[src/hw/pw_trig_pkg.sv]
package pw_trig_pkg;

   ////////////////////////////////////////////////////////////////////////////
   // sizes
   ////////////////////////////////////////////////////////////////////////////

   localparam int PATTERN_BYTES = 4;    // bytes in the match window
   localparam int DELAY_WIDTH   = 20;   // trigger delay, in fe_clk cycles
   localparam int PULSE_WIDTH   = 17;   // trigger pulse width, in fe_clk cycles

   ////////////////////////////////////////////////////////////////////////////
   // types
   ////////////////////////////////////////////////////////////////////////////

   // byte 0 is the oldest byte of the window
   typedef logic [PATTERN_BYTES-1:0][7:0] pattern_t;

   // timer count, wide enough for the delay
   // the pulse width is zero extended into it
   typedef logic [DELAY_WIDTH-1:0] timer_t;

   // trigger sequencer states
   typedef enum logic [1:0] {
      ST_IDLE  = 2'd0,   // waiting for arm
      ST_ARMED = 2'd1,   // waiting for a pattern match
      ST_DELAY = 2'd2,   // counting the trigger delay
      ST_PULSE = 2'd3    // driving the trigger output
   } trig_state_e;

endpackage

[src/hw/trigger_sequencer.sv]
`timescale 1ns/100ps

module trigger_sequencer
   import pw_trig_pkg::*;
(
   input  logic                   fe_clk,
   input  logic                   rst_n_i,
   input  logic                   arm_i,
   input  logic                   match_i,
   input  logic [DELAY_WIDTH-1:0] delay_i,
   input  logic [PULSE_WIDTH-1:0] width_i,
   input  logic                   done_i,
   output logic                   load_o,
   output timer_t                 load_value_o,
   output logic                   trig_o,
   output logic                   armed_o
);

   trig_state_e state_q;
   trig_state_e state_n;
   logic        delay_load;     // load issued as the match is taken
   logic        pulse_load_q;   // first cycle of PULSE, width being loaded

   ////////////////////////////////////////////////////////////////////////////
   // state machine
   ////////////////////////////////////////////////////////////////////////////

   always_comb begin
      state_n = state_q;
      unique case (state_q)
         ST_IDLE:  if (arm_i)   state_n = ST_ARMED;
         ST_ARMED: if (match_i) state_n = ST_DELAY;
         ST_DELAY: if (done_i)  state_n = ST_PULSE;
         ST_PULSE: if (done_i)  state_n = ST_IDLE;    // one trigger per arm
         default:               state_n = ST_IDLE;
      endcase
   end

   always_ff @(posedge fe_clk) begin
      if (!rst_n_i) begin
         state_q      <= ST_IDLE;
         pulse_load_q <= 1'b0;
      end else begin
         state_q      <= state_n;
         pulse_load_q <= (state_q == ST_DELAY) && done_i;
      end
   end

   ////////////////////////////////////////////////////////////////////////////
   // timer control
   ////////////////////////////////////////////////////////////////////////////

   // delay goes in on the match edge, so the count starts right away
   assign delay_load = (state_q == ST_ARMED) && match_i;

   // pulse load comes from a register and cannot loop back through done_i
   assign load_o = delay_load || pulse_load_q;

   always_comb begin
      if (state_q == ST_ARMED) begin
         load_value_o = delay_i;
      end else begin
         load_value_o = timer_t'(width_i) - 1'b1;   // width_i >= 1
      end
   end

   ////////////////////////////////////////////////////////////////////////////
   // outputs
   ////////////////////////////////////////////////////////////////////////////

   // pulse starts once the width is in the timer
   assign trig_o  = (state_q == ST_PULSE) && !pulse_load_q;
   assign armed_o = (state_q == ST_ARMED);

endmodule

[src/hw/trigger_timer.sv]
`timescale 1ns/100ps

module trigger_timer
   import pw_trig_pkg::*;
(
   input  logic   fe_clk,
   input  logic   rst_n_i,
   input  logic   load_i,
   input  timer_t load_value_i,
   output logic   done_o
);

   timer_t count;

   // loadable down counter, holds at zero
   always_ff @(posedge fe_clk) begin
      if (!rst_n_i) begin
         count <= '0;
      end else if (load_i) begin
         count <= load_value_i;
      end else if (count != '0) begin
         count <= count - 1'b1;
      end
   end

   // a pending load hides the stale zero of the previous phase
   assign done_o = (count == '0) && !load_i;

endmodule

[src/hw/usb_pattern_matcher.sv]
`timescale 1ns/100ps

module usb_pattern_matcher
   import pw_trig_pkg::*;
(
   input  logic       fe_clk,
   input  logic       rst_n_i,
   input  logic [7:0] fe_data_i,
   input  logic       fe_rxvalid_i,
   input  logic       fe_rxactive_i,
   input  pattern_t   pattern_i,
   input  pattern_t   mask_i,
   output logic       match_o
);

   pattern_t                       window;       // last bytes of current packet
   pattern_t                       window_next;  // window incl. the byte on the bus
   logic [$clog2(PATTERN_BYTES):0] byte_cnt;     // saturates at PATTERN_BYTES
   logic                           accept;
   logic                           window_full;
   logic                           hit;

   ////////////////////////////////////////////////////////////////////////////
   // byte window
   ////////////////////////////////////////////////////////////////////////////

   assign accept = fe_rxactive_i && fe_rxvalid_i;

   // newest byte enters at the top, oldest drops out of byte 0
   assign window_next = {fe_data_i, window[PATTERN_BYTES-1:1]};

   // the incoming byte completes a full window
   assign window_full = (byte_cnt >= PATTERN_BYTES - 1);

   // compare only the bits selected by the mask
   assign hit = ((window_next ^ pattern_i) & mask_i) == '0;

   always_ff @(posedge fe_clk) begin
      if (!rst_n_i) begin
         window   <= '0;
         byte_cnt <= '0;
      end else if (!fe_rxactive_i) begin
         // end of packet, start the next one empty
         window   <= '0;
         byte_cnt <= '0;
      end else if (fe_rxvalid_i) begin
         window <= window_next;
         if (byte_cnt != PATTERN_BYTES) begin
            byte_cnt <= byte_cnt + 1'b1;
         end
      end
   end

   ////////////////////////////////////////////////////////////////////////////
   // match strobe
   ////////////////////////////////////////////////////////////////////////////

   always_ff @(posedge fe_clk) begin
      if (!rst_n_i) begin
         match_o <= 1'b0;
      end else begin
         match_o <= accept && window_full && hit;   // one cycle per accepted byte
      end
   end

endmodule

[src/hw/usb_trigger_top.sv]
`timescale 1ns/100ps

module usb_trigger_top
   import pw_trig_pkg::*;
(
   input  logic                   fe_clk,
   input  logic                   rst_n_i,
   input  logic [7:0]             fe_data_i,
   input  logic                   fe_rxvalid_i,
   input  logic                   fe_rxactive_i,
   input  logic                   arm_i,
   input  pattern_t               pattern_i,
   input  pattern_t               mask_i,
   input  logic [DELAY_WIDTH-1:0] delay_i,
   input  logic [PULSE_WIDTH-1:0] width_i,
   output logic                   trig_o,    // drives both the cw and mcx trigger
   output logic                   armed_o
);

   logic   match;
   logic   load;
   timer_t load_value;
   logic   done;

   usb_pattern_matcher i_matcher (
      .fe_clk        (fe_clk),
      .rst_n_i       (rst_n_i),
      .fe_data_i     (fe_data_i),
      .fe_rxvalid_i  (fe_rxvalid_i),
      .fe_rxactive_i (fe_rxactive_i),
      .pattern_i     (pattern_i),
      .mask_i        (mask_i),
      .match_o       (match)
   );

   trigger_sequencer i_sequencer (
      .fe_clk        (fe_clk),
      .rst_n_i       (rst_n_i),
      .arm_i         (arm_i),
      .match_i       (match),
      .delay_i       (delay_i),
      .width_i       (width_i),
      .done_i        (done),
      .load_o        (load),
      .load_value_o  (load_value),
      .trig_o        (trig_o),
      .armed_o       (armed_o)
   );

   // one counter times delay and pulse
   trigger_timer i_timer (
      .fe_clk        (fe_clk),
      .rst_n_i       (rst_n_i),
      .load_i        (load),
      .load_value_i  (load_value),
      .done_o        (done)
   );

endmodule

[config.mk]
export PLATFORM = sky130hd
export DESIGN_NAME = usb_trigger_top
export DESIGN_NICKNAME = d
export VERILOG_FILES = /design/src/hw/pw_trig_pkg.sv /design/src/hw/trigger_sequencer.sv /design/src/hw/trigger_timer.sv /design/src/hw/usb_pattern_matcher.sv /design/src/hw/usb_trigger_top.sv
export SDC_FILE = /design/constraint.sdc
export NUM_CORES = 1
export LEC_CHECK = 0
export BUFFER_PORTS_ARGS = -buffer_cell sky130_fd_sc_hd__buf_2
export CORE_ASPECT_RATIO = 2
export CORE_MARGIN = 3
export CORE_UTILIZATION = 46
export CTS_CLUSTER_DIAMETER = 60
export DETAILED_ROUTE_END_ITERATION = 8
export PLACE_DENSITY_LB_ADDON = 0.25
export SYNTH_ARGS = -nofsm -noshare
export SYNTH_HDL_FRONTEND = slang
export SYNTH_SLANG_ARGS = --single-unit
[constraint.sdc]
create_clock -name fe_clk -period 2.1 [get_ports fe_clk]
set_clock_uncertainty 0.05 [all_clocks]
set_input_delay 0.63 -clock fe_clk [delete_from_list [all_inputs] [get_ports fe_clk]]
set_output_delay 0.63 -clock fe_clk [all_outputs]
set_load 0.05 [all_outputs]
==> results.json, run 1 <==
{
  "status": "finished clean",
  "startpoint_type": "flop",
  "mappedNetlistArea_um2": 3280,
  "worst-path-buf-inv": 1,
  "switching_share_pct": 38.5,
  "end_kind": "output port",
  "die_area_um2": 8250,
  "vias_per_cell": 5.50,
  "gr-usage-all-layers_pct": 24.8,
  "maxCapViolCount": 0,
  "switchingPower_mw": 1.58,
  "route.detailed.drc": 0,
  "cts_tree": "done",
  "fin_crit_sh_pct": 95.4,
  "syn_to_final_growth_pct": 32.9,
  "relSlewSlack_pct": 57.7,
  "n_antenna_cell": 0,
  "rows": 43,
  "cts.reportedPaths.clkPinSlew_ps": 70,
  "vias": 3358,
  "grt_max_degree": 28,
  "cp.arrival_ps": 1320,
  "worst_path_dominant_cell_family": "flip-flops",
  "async_flop_share_pct": 0,
  "start_util_pct": 47.3,
  "ys_warn_count": 0,
  "slew_violations": 0,
  "netlist_instances": 376,
  "vdd_ir_drop_max_mv": 0.550,
  "crit_path_max_incr_delay_ps": 430,
  "power.leakage_nw": 1.97,
  "antenna_found_initial": 0,
  "cts_buffer_depth": 2,
  "ys_types": 52,
  "cp_slowest_cell": "dfxtp_1",
  "wl_per_cell_um": 16.0,
  "ys_seq_elements": 51,
  "hold_viol_final": 0,
  "die_w_um": 65.7,
  "crit_type": "reg2out",
  "setup_slack_ps": 97.6,
  "htreeDepth": 2,
  "p_per_area_nw_per_um2": 938,
  "ios": 116,
  "die_h_um": 125,
  "place.gp.congestion": 0.861,
  "min_period_ps": 2000,
  "internal_power_mw": 2.52,
  "max_freq_ghz": 0.499,
  "drt-initial-drc-count": 155,
  "io_buffers": 115,
  "seq_area_frac_synth_pct": 31.1,
  "root_buffer": "clkbuf_16",
  "grt_pass1_wl_um": 15800,
  "power.share.clock_pct": 20.3,
  "final_core_util_pct": 62.8,
  "cp_cell_sequence": "ha_1 > nor2b_1 > clkbuf_4",
  "place_inst": 603,
  "wl_um": 9760,
  "p_total_mw": 4.09,
  "cts_sinks": 51,
  "post-place-ws_ps": -236,
  "power_frac_comb_pct": 48.4,
  "fin_nets": 644,
  "setup_viol": 0,
  "worstSkewPairLatency_ps": 290,
  "core_um2": 6940,
  "max_slew.worst_pin.slew_ps": 628,
  "firstDrtPassIters": 5,
  "synth-edff-count": 0,
  "syn_nets": 500,
  "drive_gt1_share_pct": 32.8,
  "post_cts_buffers": 0,
  "avgSynthCellArea_um2": 8.73,
  "dp_hpwl_um": 8210,
  "worstPathRequired_ps": 1420,
  "grt_pass1_vias": 3506,
  "share_seq_of_total_power_pct": 31.3,
  "worstPathMaxFanout": 4,
  "numCtsBuffers": 5,
  "fin_cells": 611,
  "drtAntennaViolNets": 0,
  "hp-class": "reg2reg",
  "synthFlopType": "dfxtp_1",
  "gr-total-overflow": 0,
  "rsz0062_at_grt": "false"
}
[power by group through the flow]
| stage | sequential (mW) | clock (mW) | combinational [mW] |
|---|---|---|---|
| after floorplan | 1.26 | 0 | 1.30 |
| after global placement | 1.29 | 0 | 1.92 |
| after detailed placement | 1.30 | 0 | 1.94 |
| after CTS | 1.28 | 0.848 | 1.96 |
| after global routing | 1.30 | 0.885 | 2.19 |
| final | 1.28 | 0.831 | 1.98 |
[cells in the mapped netlist, types with 4 or more instances]
| master | number | area, um2 |
|---|---|---|
| dfxtp_1 | 51 | 1020 |
| nor2_1 | 40 | 150 |
| xor2_1 | 38 | 333 |
| mux2i_1 | 30 | 300 |
| nand2_1 | 19 | 71.3 |
| o21ai_0 | 16 | 80.1 |
| xnor2_1 | 16 | 140 |
| nor3_1 | 14 | 70.1 |
| a21oi_1 | 13 | 65.1 |
| inv_1 | 13 | 48.8 |
| clkbuf_1 | 10 | 37.5 |
| ha_1 | 10 | 125 |
| nand3_1 | 9 | 45.0 |
| o22ai_1 | 8 | 50.1 |
| a211oi_1 | 6 | 45.0 |
| nand4_1 | 6 | 37.5 |
| a221oi_1 | 5 | 43.8 |
| a22o_1 | 5 | 43.8 |
| o211ai_1 | 5 | 37.5 |
| o31ai_1 | 5 | 37.5 |
| a22oi_1 | 4 | 30.0 |
| nor4_1 | 4 | 25.0 |
| nor4_2 | 4 | 50.1 |
| o31a_1 | 4 | 35.0 |
[per-stage QoR]
step / hold slack [ps] / setup TNS [ps] / area, um2
2_1_floorplan: 418 / 0 / 3310
3_3_place_gp: 430 / -316 / 4190
3_5_place_dp: 453 / -419 / 4190
4_1_cts: 462 / 0 / 4350
5_1_grt: 504 / 0 / 4360
6_report: 455 / 0 / 4360
[metal layers]
layer	part of all wire, %	wire length, um	GRT usage (%)
met5	0	0	0
met2	59	5730	50.1
met3	4.9	482	3.59
met4	3.7	359	10.6
met1	33	3190	22.8
[cells in the final DEF (no fill, tap or decap), types with 4 or more instances in the layout]
master     instances
buf_2            114
dfxtp_1           51
nor2_1            40
xor2_1            38
buf_4             34
mux2i_1           30
nand2_1           19
o21ai_0           16
xnor2_1           16
nor3_1            14
inv_1             13
a21oi_1           12
nand3_1            9
ha_1               9
o22ai_1            8
nand4_1            6
a211oi_1           6
o31ai_1            5
o211ai_1           5
a22o_1             5
a221oi_1           5
clkbuf_16          5
nor4_1             4
o31a_1             4
a22oi_1            4
[worst min-delay path, stage by stage (launching register included)]
cell     delay [ps]
dfxtp_1         340
nand2_1          60
mux2i_1          60
[what timing repair did]
item / in CTS / in global routing
hold buffers: 0 / 0
endpoints found under the setup margin: 0 / 4
resized for setup: 0 / 4
[final timing paths]
check / slack (ps) / endpoint / cells past startpoint / startpoint
worst max-delay path: 100 / trig_o / 3 / i_sequencer.state_q[0]
worst min-delay path: 460 / i_sequencer.state_q[1] / 2 / i_sequencer.state_q[1]
worst max register to register: 160 / i_timer.count[16] / 8 / i_timer.count[0]
worst min register to register: 460 / i_sequencer.state_q[1] / 2 / i_sequencer.state_q[1]
[registers in the layout (all words and copies together) (netlist names)]
name                      count
i_matcher.window             24
i_timer.count                20
i_matcher.byte_cnt            3
i_sequencer.state_q           2
i_matcher.match_o             1
i_sequencer.pulse_load_q      1
[cell type report]
class / instances / area [um2]
fillers: 632 / 2580
multi-input cells: 299 / 2190
flip-flops and latches: 51 / 1020
repair buffers: 149 / 833
clock buffers: 6 / 139
well taps: 90 / 113
inverters: 14 / 52.6
clock inverters: 2 / 16.3
[cells by family after synthesis]
logic type               after synthesis  share of synthesized area, %
AO/OA/AOI/OAI                         85                          18.3
XOR/XNOR                              54                          14.4
adder cells (fa/ha/maj)               10                          3.81
buffers and inverters                 26                          3.32
flip-flops                            51                          31.1
multiplexers                          30                          9.15
AND/OR/NAND/NOR                      120                          19.9
(Power assumes the default switching activity.)
==> inputs of run 2 (changes only) <==
Settings changed: CORE_UTILIZATION 46 to 47, CTS_BUF_LIST set to sky130_fd_sc_hd__clkbuf_4.
==> run 2 against run 1 <==
Net effect: global-route usage up 2.1 points; die area shrank 2.0%; utilization increased by 1.6 points; clock power down 43%; first-iteration DRC count up 9.7%; critical path depth is the same; critical endpoint unchanged; highest routed layer unchanged.
==> results.json, run 2 (same netlist as run 1, synthesis figures left out) <==
{
  "status": "finished clean",
  "crit_path_max_incr_delay_ps": 410,
  "min_period_ps": 2010,
  "max_freq_ghz": 0.498,
  "hold_path.startpoint": "delay_i[18]",
  "max_slew.worst_pin.slew_ps": 734,
  "hold_end": "i_timer.count[18]",
  "relSlewSlack_pct": 50.6,
  "worstPathRequired_ps": 1420,
  "htreeDepth": 2,
  "worstPathMaxFanout": 4,
  "r2r_end": "i_sequencer.state_q[0]",
  "cp_cell_sequence": "ha_1 > nor2b_2 > buf_6",
  "layout_common_cells": "113 x buf_2, 49 x dfxtp_1, 40 x nor2_1",
  "die_area_um2": 8080,
  "r2r_start": "i_timer.count[8]",
  "vias": 3468,
  "worstSkewPairLatency_ps": 400,
  "fin_cells": 612,
  "wl_um": 10700,
  "dp_hpwl_um": 9030,
  "reg2reg_depth": 5,
  "gr-total-overflow": 0,
  "setup_slack_ps": 93.3,
  "gr-usage-all-layers_pct": 27.0,
  "wl_per_cell_um": 17.5,
  "numCtsBuffers": 5,
  "worst-r2r-setup-slack_ps": 100,
  "io_buffers": 115,
  "drive_gt1_share_pct": 34.0,
  "whs_ps": 435,
  "hold_viol_final": 0,
  "stdcell_area_um2": 4300,
  "post-place-ws_ps": -76.3,
  "hp-class": "in2reg",
  "n_antenna_cell": 0,
  "cp_slowest_cell": "dfxtp_2",
  "p_per_area_nw_per_um2": 910,
  "route.detailed.drc": 0,
  "grt_pass1_vias": 3541,
  "fin_nets": 647,
  "ios": 116,
  "fin_crit_sh_pct": 95.6,
  "cts_sinks": 51,
  "largestRegisters": "i_matcher.window (24), i_timer.count (20), i_matcher.byte_cnt (3)",
  "largest_reg_flops": 24,
  "antenna_found_initial": 0,
  "cts.reportedPaths.clkPinSlew_ps": 170,
  "crit_type": "reg2out",
  "place_inst": 604,
  "placed_area_um2": 4210,
  "regMostFlops": "i_matcher.window",
  "start_util_pct": 49.2,
  "rows": 42,
  "syn_to_final_growth_pct": 31.0,
  "grt_max_degree": 28,
  "core_um2": 6670,
  "layout_commonest_cell": "buf_2",
  "cp.arrival_ps": 1330,
  "cts_buffer_depth": 2,
  "rsz0062_at_grt": "false",
  "slew_violations": 0,
  "drtAntennaViolNets": 0,
  "place.gp.congestion": 0.921,
  "startpoint_type": "flop",
  "vdd_ir_drop_max_mv": 0.484,
  "maxCapViolCount": 0,
  "grt_pass1_wl_um": 16300,
  "die_w_um": 65.1,
  "setup_viol": 0,
  "holdPathStages": 3,
  "drt-initial-drc-count": 170,
  "end_kind": "output port",
  "firstDrtPassIters": 6,
  "die_h_um": 124,
  "power.leakage_nw": 1.95,
  "cts_tree": "done",
  "root_buffer": "clkbuf_4",
  "cts.hold.buffers_added": 0,
  "finalSetupTns_ps": 0,
  "vias_per_cell": 5.67
}
==> run 2: cell types whose count changed in the layout (fill, tap and decap cells not counted), moves of 2 or more <==
cell	delta
dfxtp_1	-2
clkbuf_4	+4
dfxtp_2	+2
buf_4	+4
clkinv_2	+2
clkbuf_16	-5
==> run 2: what timing repair did <==
| item | 4_1_cts | 5_1_grt |
|---|---|---|
| resized for setup | 3 | 6 |
| hold endpoints to repair | 0 | 0 |
| endpoints found under the setup margin | 2 | 7 |
| buffers inserted | 0 | 0 |
==> run 2: report_power, final <==
group | internal (mW) | total, mW | switching [mW] | leakage (nW)
sequential | 1.12 | 1.30 | 0.179 | 0.416
combinational | 0.988 | 2.14 | 1.15 | 1.50
clock | 0.132 | 0.476 | 0.344 | 0.0354
==> run 2: layer usage <==
layer	track usage (%)	wire length [um]	share of wire, %	vias to the layer above
met1	22.7	3310	31	1583
met4	20.5	804	7.5	0
met3	4.51	564	5.3	45
met2	53.5	6050	56	170
met5	0	0	0	-
li1	-	-	-	1670
==> run 2: how the worst max path moves through the flow <==
| stage | startpoint | to | slack, ps | cells after the start |
|---|---|---|---|---|
| 2_1_floorplan | width_i[9] | i_timer.count[16] | 40 | 5 |
| 3_3_place_gp | width_i[0] | i_timer.count[6] | -90 | 9 |
| 3_5_place_dp | width_i[0] | i_timer.count[6] | -80 | 9 |
| 4_1_cts | i_sequencer.state_q[1] | armed_o | 3 | 3 |
| 5_1_grt | i_timer.count[8] | i_sequencer.state_q[0] | 3 | 5 |
| 6_report | i_sequencer.state_q[0] | trig_o | 90 | 3 |
==> run 2: area by class of cell <==
cell class / instances / area (um2)
clock buffers: 5 / 37.5
repair buffers: 152 / 862
well taps: 88 / 110
multi-input cells: 299 / 2190
fillers: 611 / 2380
clock inverters: 3 / 18.8
flip-flops and latches: 51 / 1020
inverters: 14 / 52.6
==> run 2: worst max-delay path: cells and delay by family (launching register included) <==
kind / cells / cell delay (ps)
and+or+nand+nor: 1 / 180
buffers and inverters: 1 / 170
DFF: 1 / 410
adders and majority gates: 1 / 180
==> run 2: metrics by stage <==
step           total power, mW  util (%)
5_1_grt                   4.13      64.4
3_3_place_gp              3.33      63.1
6_report                  3.91      64.4
3_5_place_dp              3.39      63.1
2_1_floorplan             2.56         -
4_1_cts                   3.88      64.1
==> inputs of run 3 (changes only) <==
Settings changed: BUFFER_PORTS_ARGS -buffer_cell sky130_fd_sc_hd__buf_2 to not set, CORE_UTILIZATION 47 to 55, DONT_BUFFER_PORTS set to 1.
==> run 3 against run 2 <==
Net effect: sequential share of layout area grew 4.4 points; global-route usage shrank 0.80 points; worst setup slack lost 13 ps; first-iteration DRC count shrank 28%; combinational power shrank 15%; total power shrank 9.0%; fmax shrank 0.62%; utilization shrank 1.4 points; critical path depth is the same; via count shrank 15%; critical endpoint unchanged.
==> results.json, run 3 (same netlist as run 1, synthesis figures left out) <==
{
  "route.detailed.drc": 0,
  "numCtsBuffers": 5,
  "antenna_found_initial": 1,
  "cts.hold.buffers_added": 0,
  "layout_commonest_cell": "dfxtp_1",
  "path_depth": 3,
  "finalSetupTns_ps": 0,
  "worstSkewPairLatency_ps": 380,
  "startpoint": "i_sequencer.state_q[0]",
  "end_kind": "output port",
  "drive_gt1_share_pct": 13.5,
  "cts_buffer_depth": 2,
  "ios": 116,
  "cts_tree": "done",
  "fin_cells": 462,
  "max_slew.worst_pin.slew_ps": 581,
  "wl_um": 8970,
  "place.gp.congestion": 0.882,
  "vias": 2950,
  "power.leakage_nw": 1.45,
  "regMostFlops": "i_matcher.window",
  "rows": 39,
  "worstPathRequired_ps": 1420,
  "r2r_start": "i_timer.count[0]",
  "grt_max_degree": 28,
  "drt-initial-drc-count": 122,
  "worst-r2r-setup-slack_ps": 160,
  "min_period_ps": 2020,
  "fin_nets": 523,
  "cp_cell_sequence": "ha_1 > nor2b_2 > buf_6",
  "hp-class": "in2reg",
  "p_total_mw": 3.56,
  "cts_sinks": 51,
  "htreeDepth": 2,
  "worst-path-buf-inv": 1,
  "core_um2": 5760,
  "worstPathMaxFanout": 4,
  "p_per_area_nw_per_um2": 981,
  "crit_path_max_incr_delay_ps": 410,
  "dp_hpwl_um": 7400,
  "relSlewSlack_pct": 60.9,
  "wl_per_cell_um": 19.4,
  "worst_path_dominant_cell_family": "flip-flops",
  "slew_violations": 0,
  "gr-total-overflow": 0,
  "vdd_ir_drop_max_mv": 0.581,
  "syn_to_final_growth_pct": 10.6,
  "cp-endpoint": "trig_o",
  "setup_viol": 0,
  "root_buffer": "clkbuf_4",
  "io_buffers": 0,
  "gr-usage-all-layers_pct": 26.2,
  "grt_pass1_wl_um": 13600,
  "start_util_pct": 57.0,
  "largestRegisters": "i_matcher.window (24), i_timer.count (20), i_matcher.byte_cnt (3)",
  "max_freq_ghz": 0.495,
  "cts.reportedPaths.clkPinSlew_ps": 150,
  "stdcell_area_um2": 3630,
  "hold_viol_final": 0,
  "place_inst": 453,
  "cp.arrival_ps": 1340,
  "die_area_um2": 6990,
  "rsz0062_at_grt": "false",
  "largest_reg_flops": 24,
  "firstDrtPassIters": 4,
  "maxCapViolCount": 0,
  "startpoint_type": "flop",
  "grt_pass1_vias": 2984,
  "status": "finished clean",
  "reg2reg_depth": 8,
  "vias_per_cell": 6.39,
  "cp_slowest_cell": "dfxtp_2",
  "crit_type": "reg2out",
  "die_w_um": 60.6,
  "layout_common_cells": "49 x dfxtp_1, 40 x nor2_1, 38 x xor2_1",
  "placed_area_um2": 3540,
  "r2r_end": "i_timer.count[16]",
  "drtAntennaViolNets": 0,
  "die_h_um": 115,
  "fin_crit_sh_pct": 96.2
}
==> run 3: repair_timing <==
action                                  CTS  global route
endpoints found under the setup margin    2             4
pin swaps                                 0             0
setup buffers                             0             0
resized for setup                         2             7
==> run 3: power breakdown <==
group | leakage, nW | internal [mW] | switching [mW]
clock | 0.0288 | 0.129 | 0.324
sequential | 0.416 | 1.12 | 0.167
combinational | 1.01 | 0.864 | 0.955
total | 1.45 | 2.11 | 1.45
==> run 3: how the worst min path moves through the flow <==
stage	startpoint	slack, ps	endpoint	cells past startpoint
after global routing	rst_n_i	300	i_timer.count[1]	2
after floorplan	i_sequencer.state_q[1]	420	i_sequencer.state_q[1]	2
after global placement	i_sequencer.state_q[1]	430	i_sequencer.state_q[1]	2
after CTS	rst_n_i	310	i_sequencer.state_q[0]	2
final	rst_n_i	320	i_sequencer.state_q[0]	2
after detailed placement	i_sequencer.state_q[0]	450	i_sequencer.state_q[0]	2
==> run 3: layout make-up <==
type / count / area [um2]
inverters: 14 / 52.6
fillers: 528 / 2130
diodes: 1 / 2.50
repair buffers: 28 / 221
well taps: 61 / 76.3
multi-input cells: 299 / 2200
flip-flops and latches: 51 / 1020
clock buffers: 5 / 37.5
clock inverters: 3 / 20.0
==> run 3: stage by stage <==
stage	hold WS (ps)	worst slack [ps]	utilization, %
floorplan	418	43.6	-
global placement	429	71.8	61.4
detailed placement	445	32.7	61.4
CTS	313	0.186	62.5
global route	305	16.4	63.0
finish	317	80.8	63.0
==> run 3: metal layers <==
| layer | part of all wire [%] | track usage, % |
|---|---|---|
| met5 | 0 | 0 |
| met3 | 4.8 | 4.61 |
| met2 | 58 | 51.5 |
| met4 | 4.1 | 14.5 |
| met1 | 33 | 22.8 |
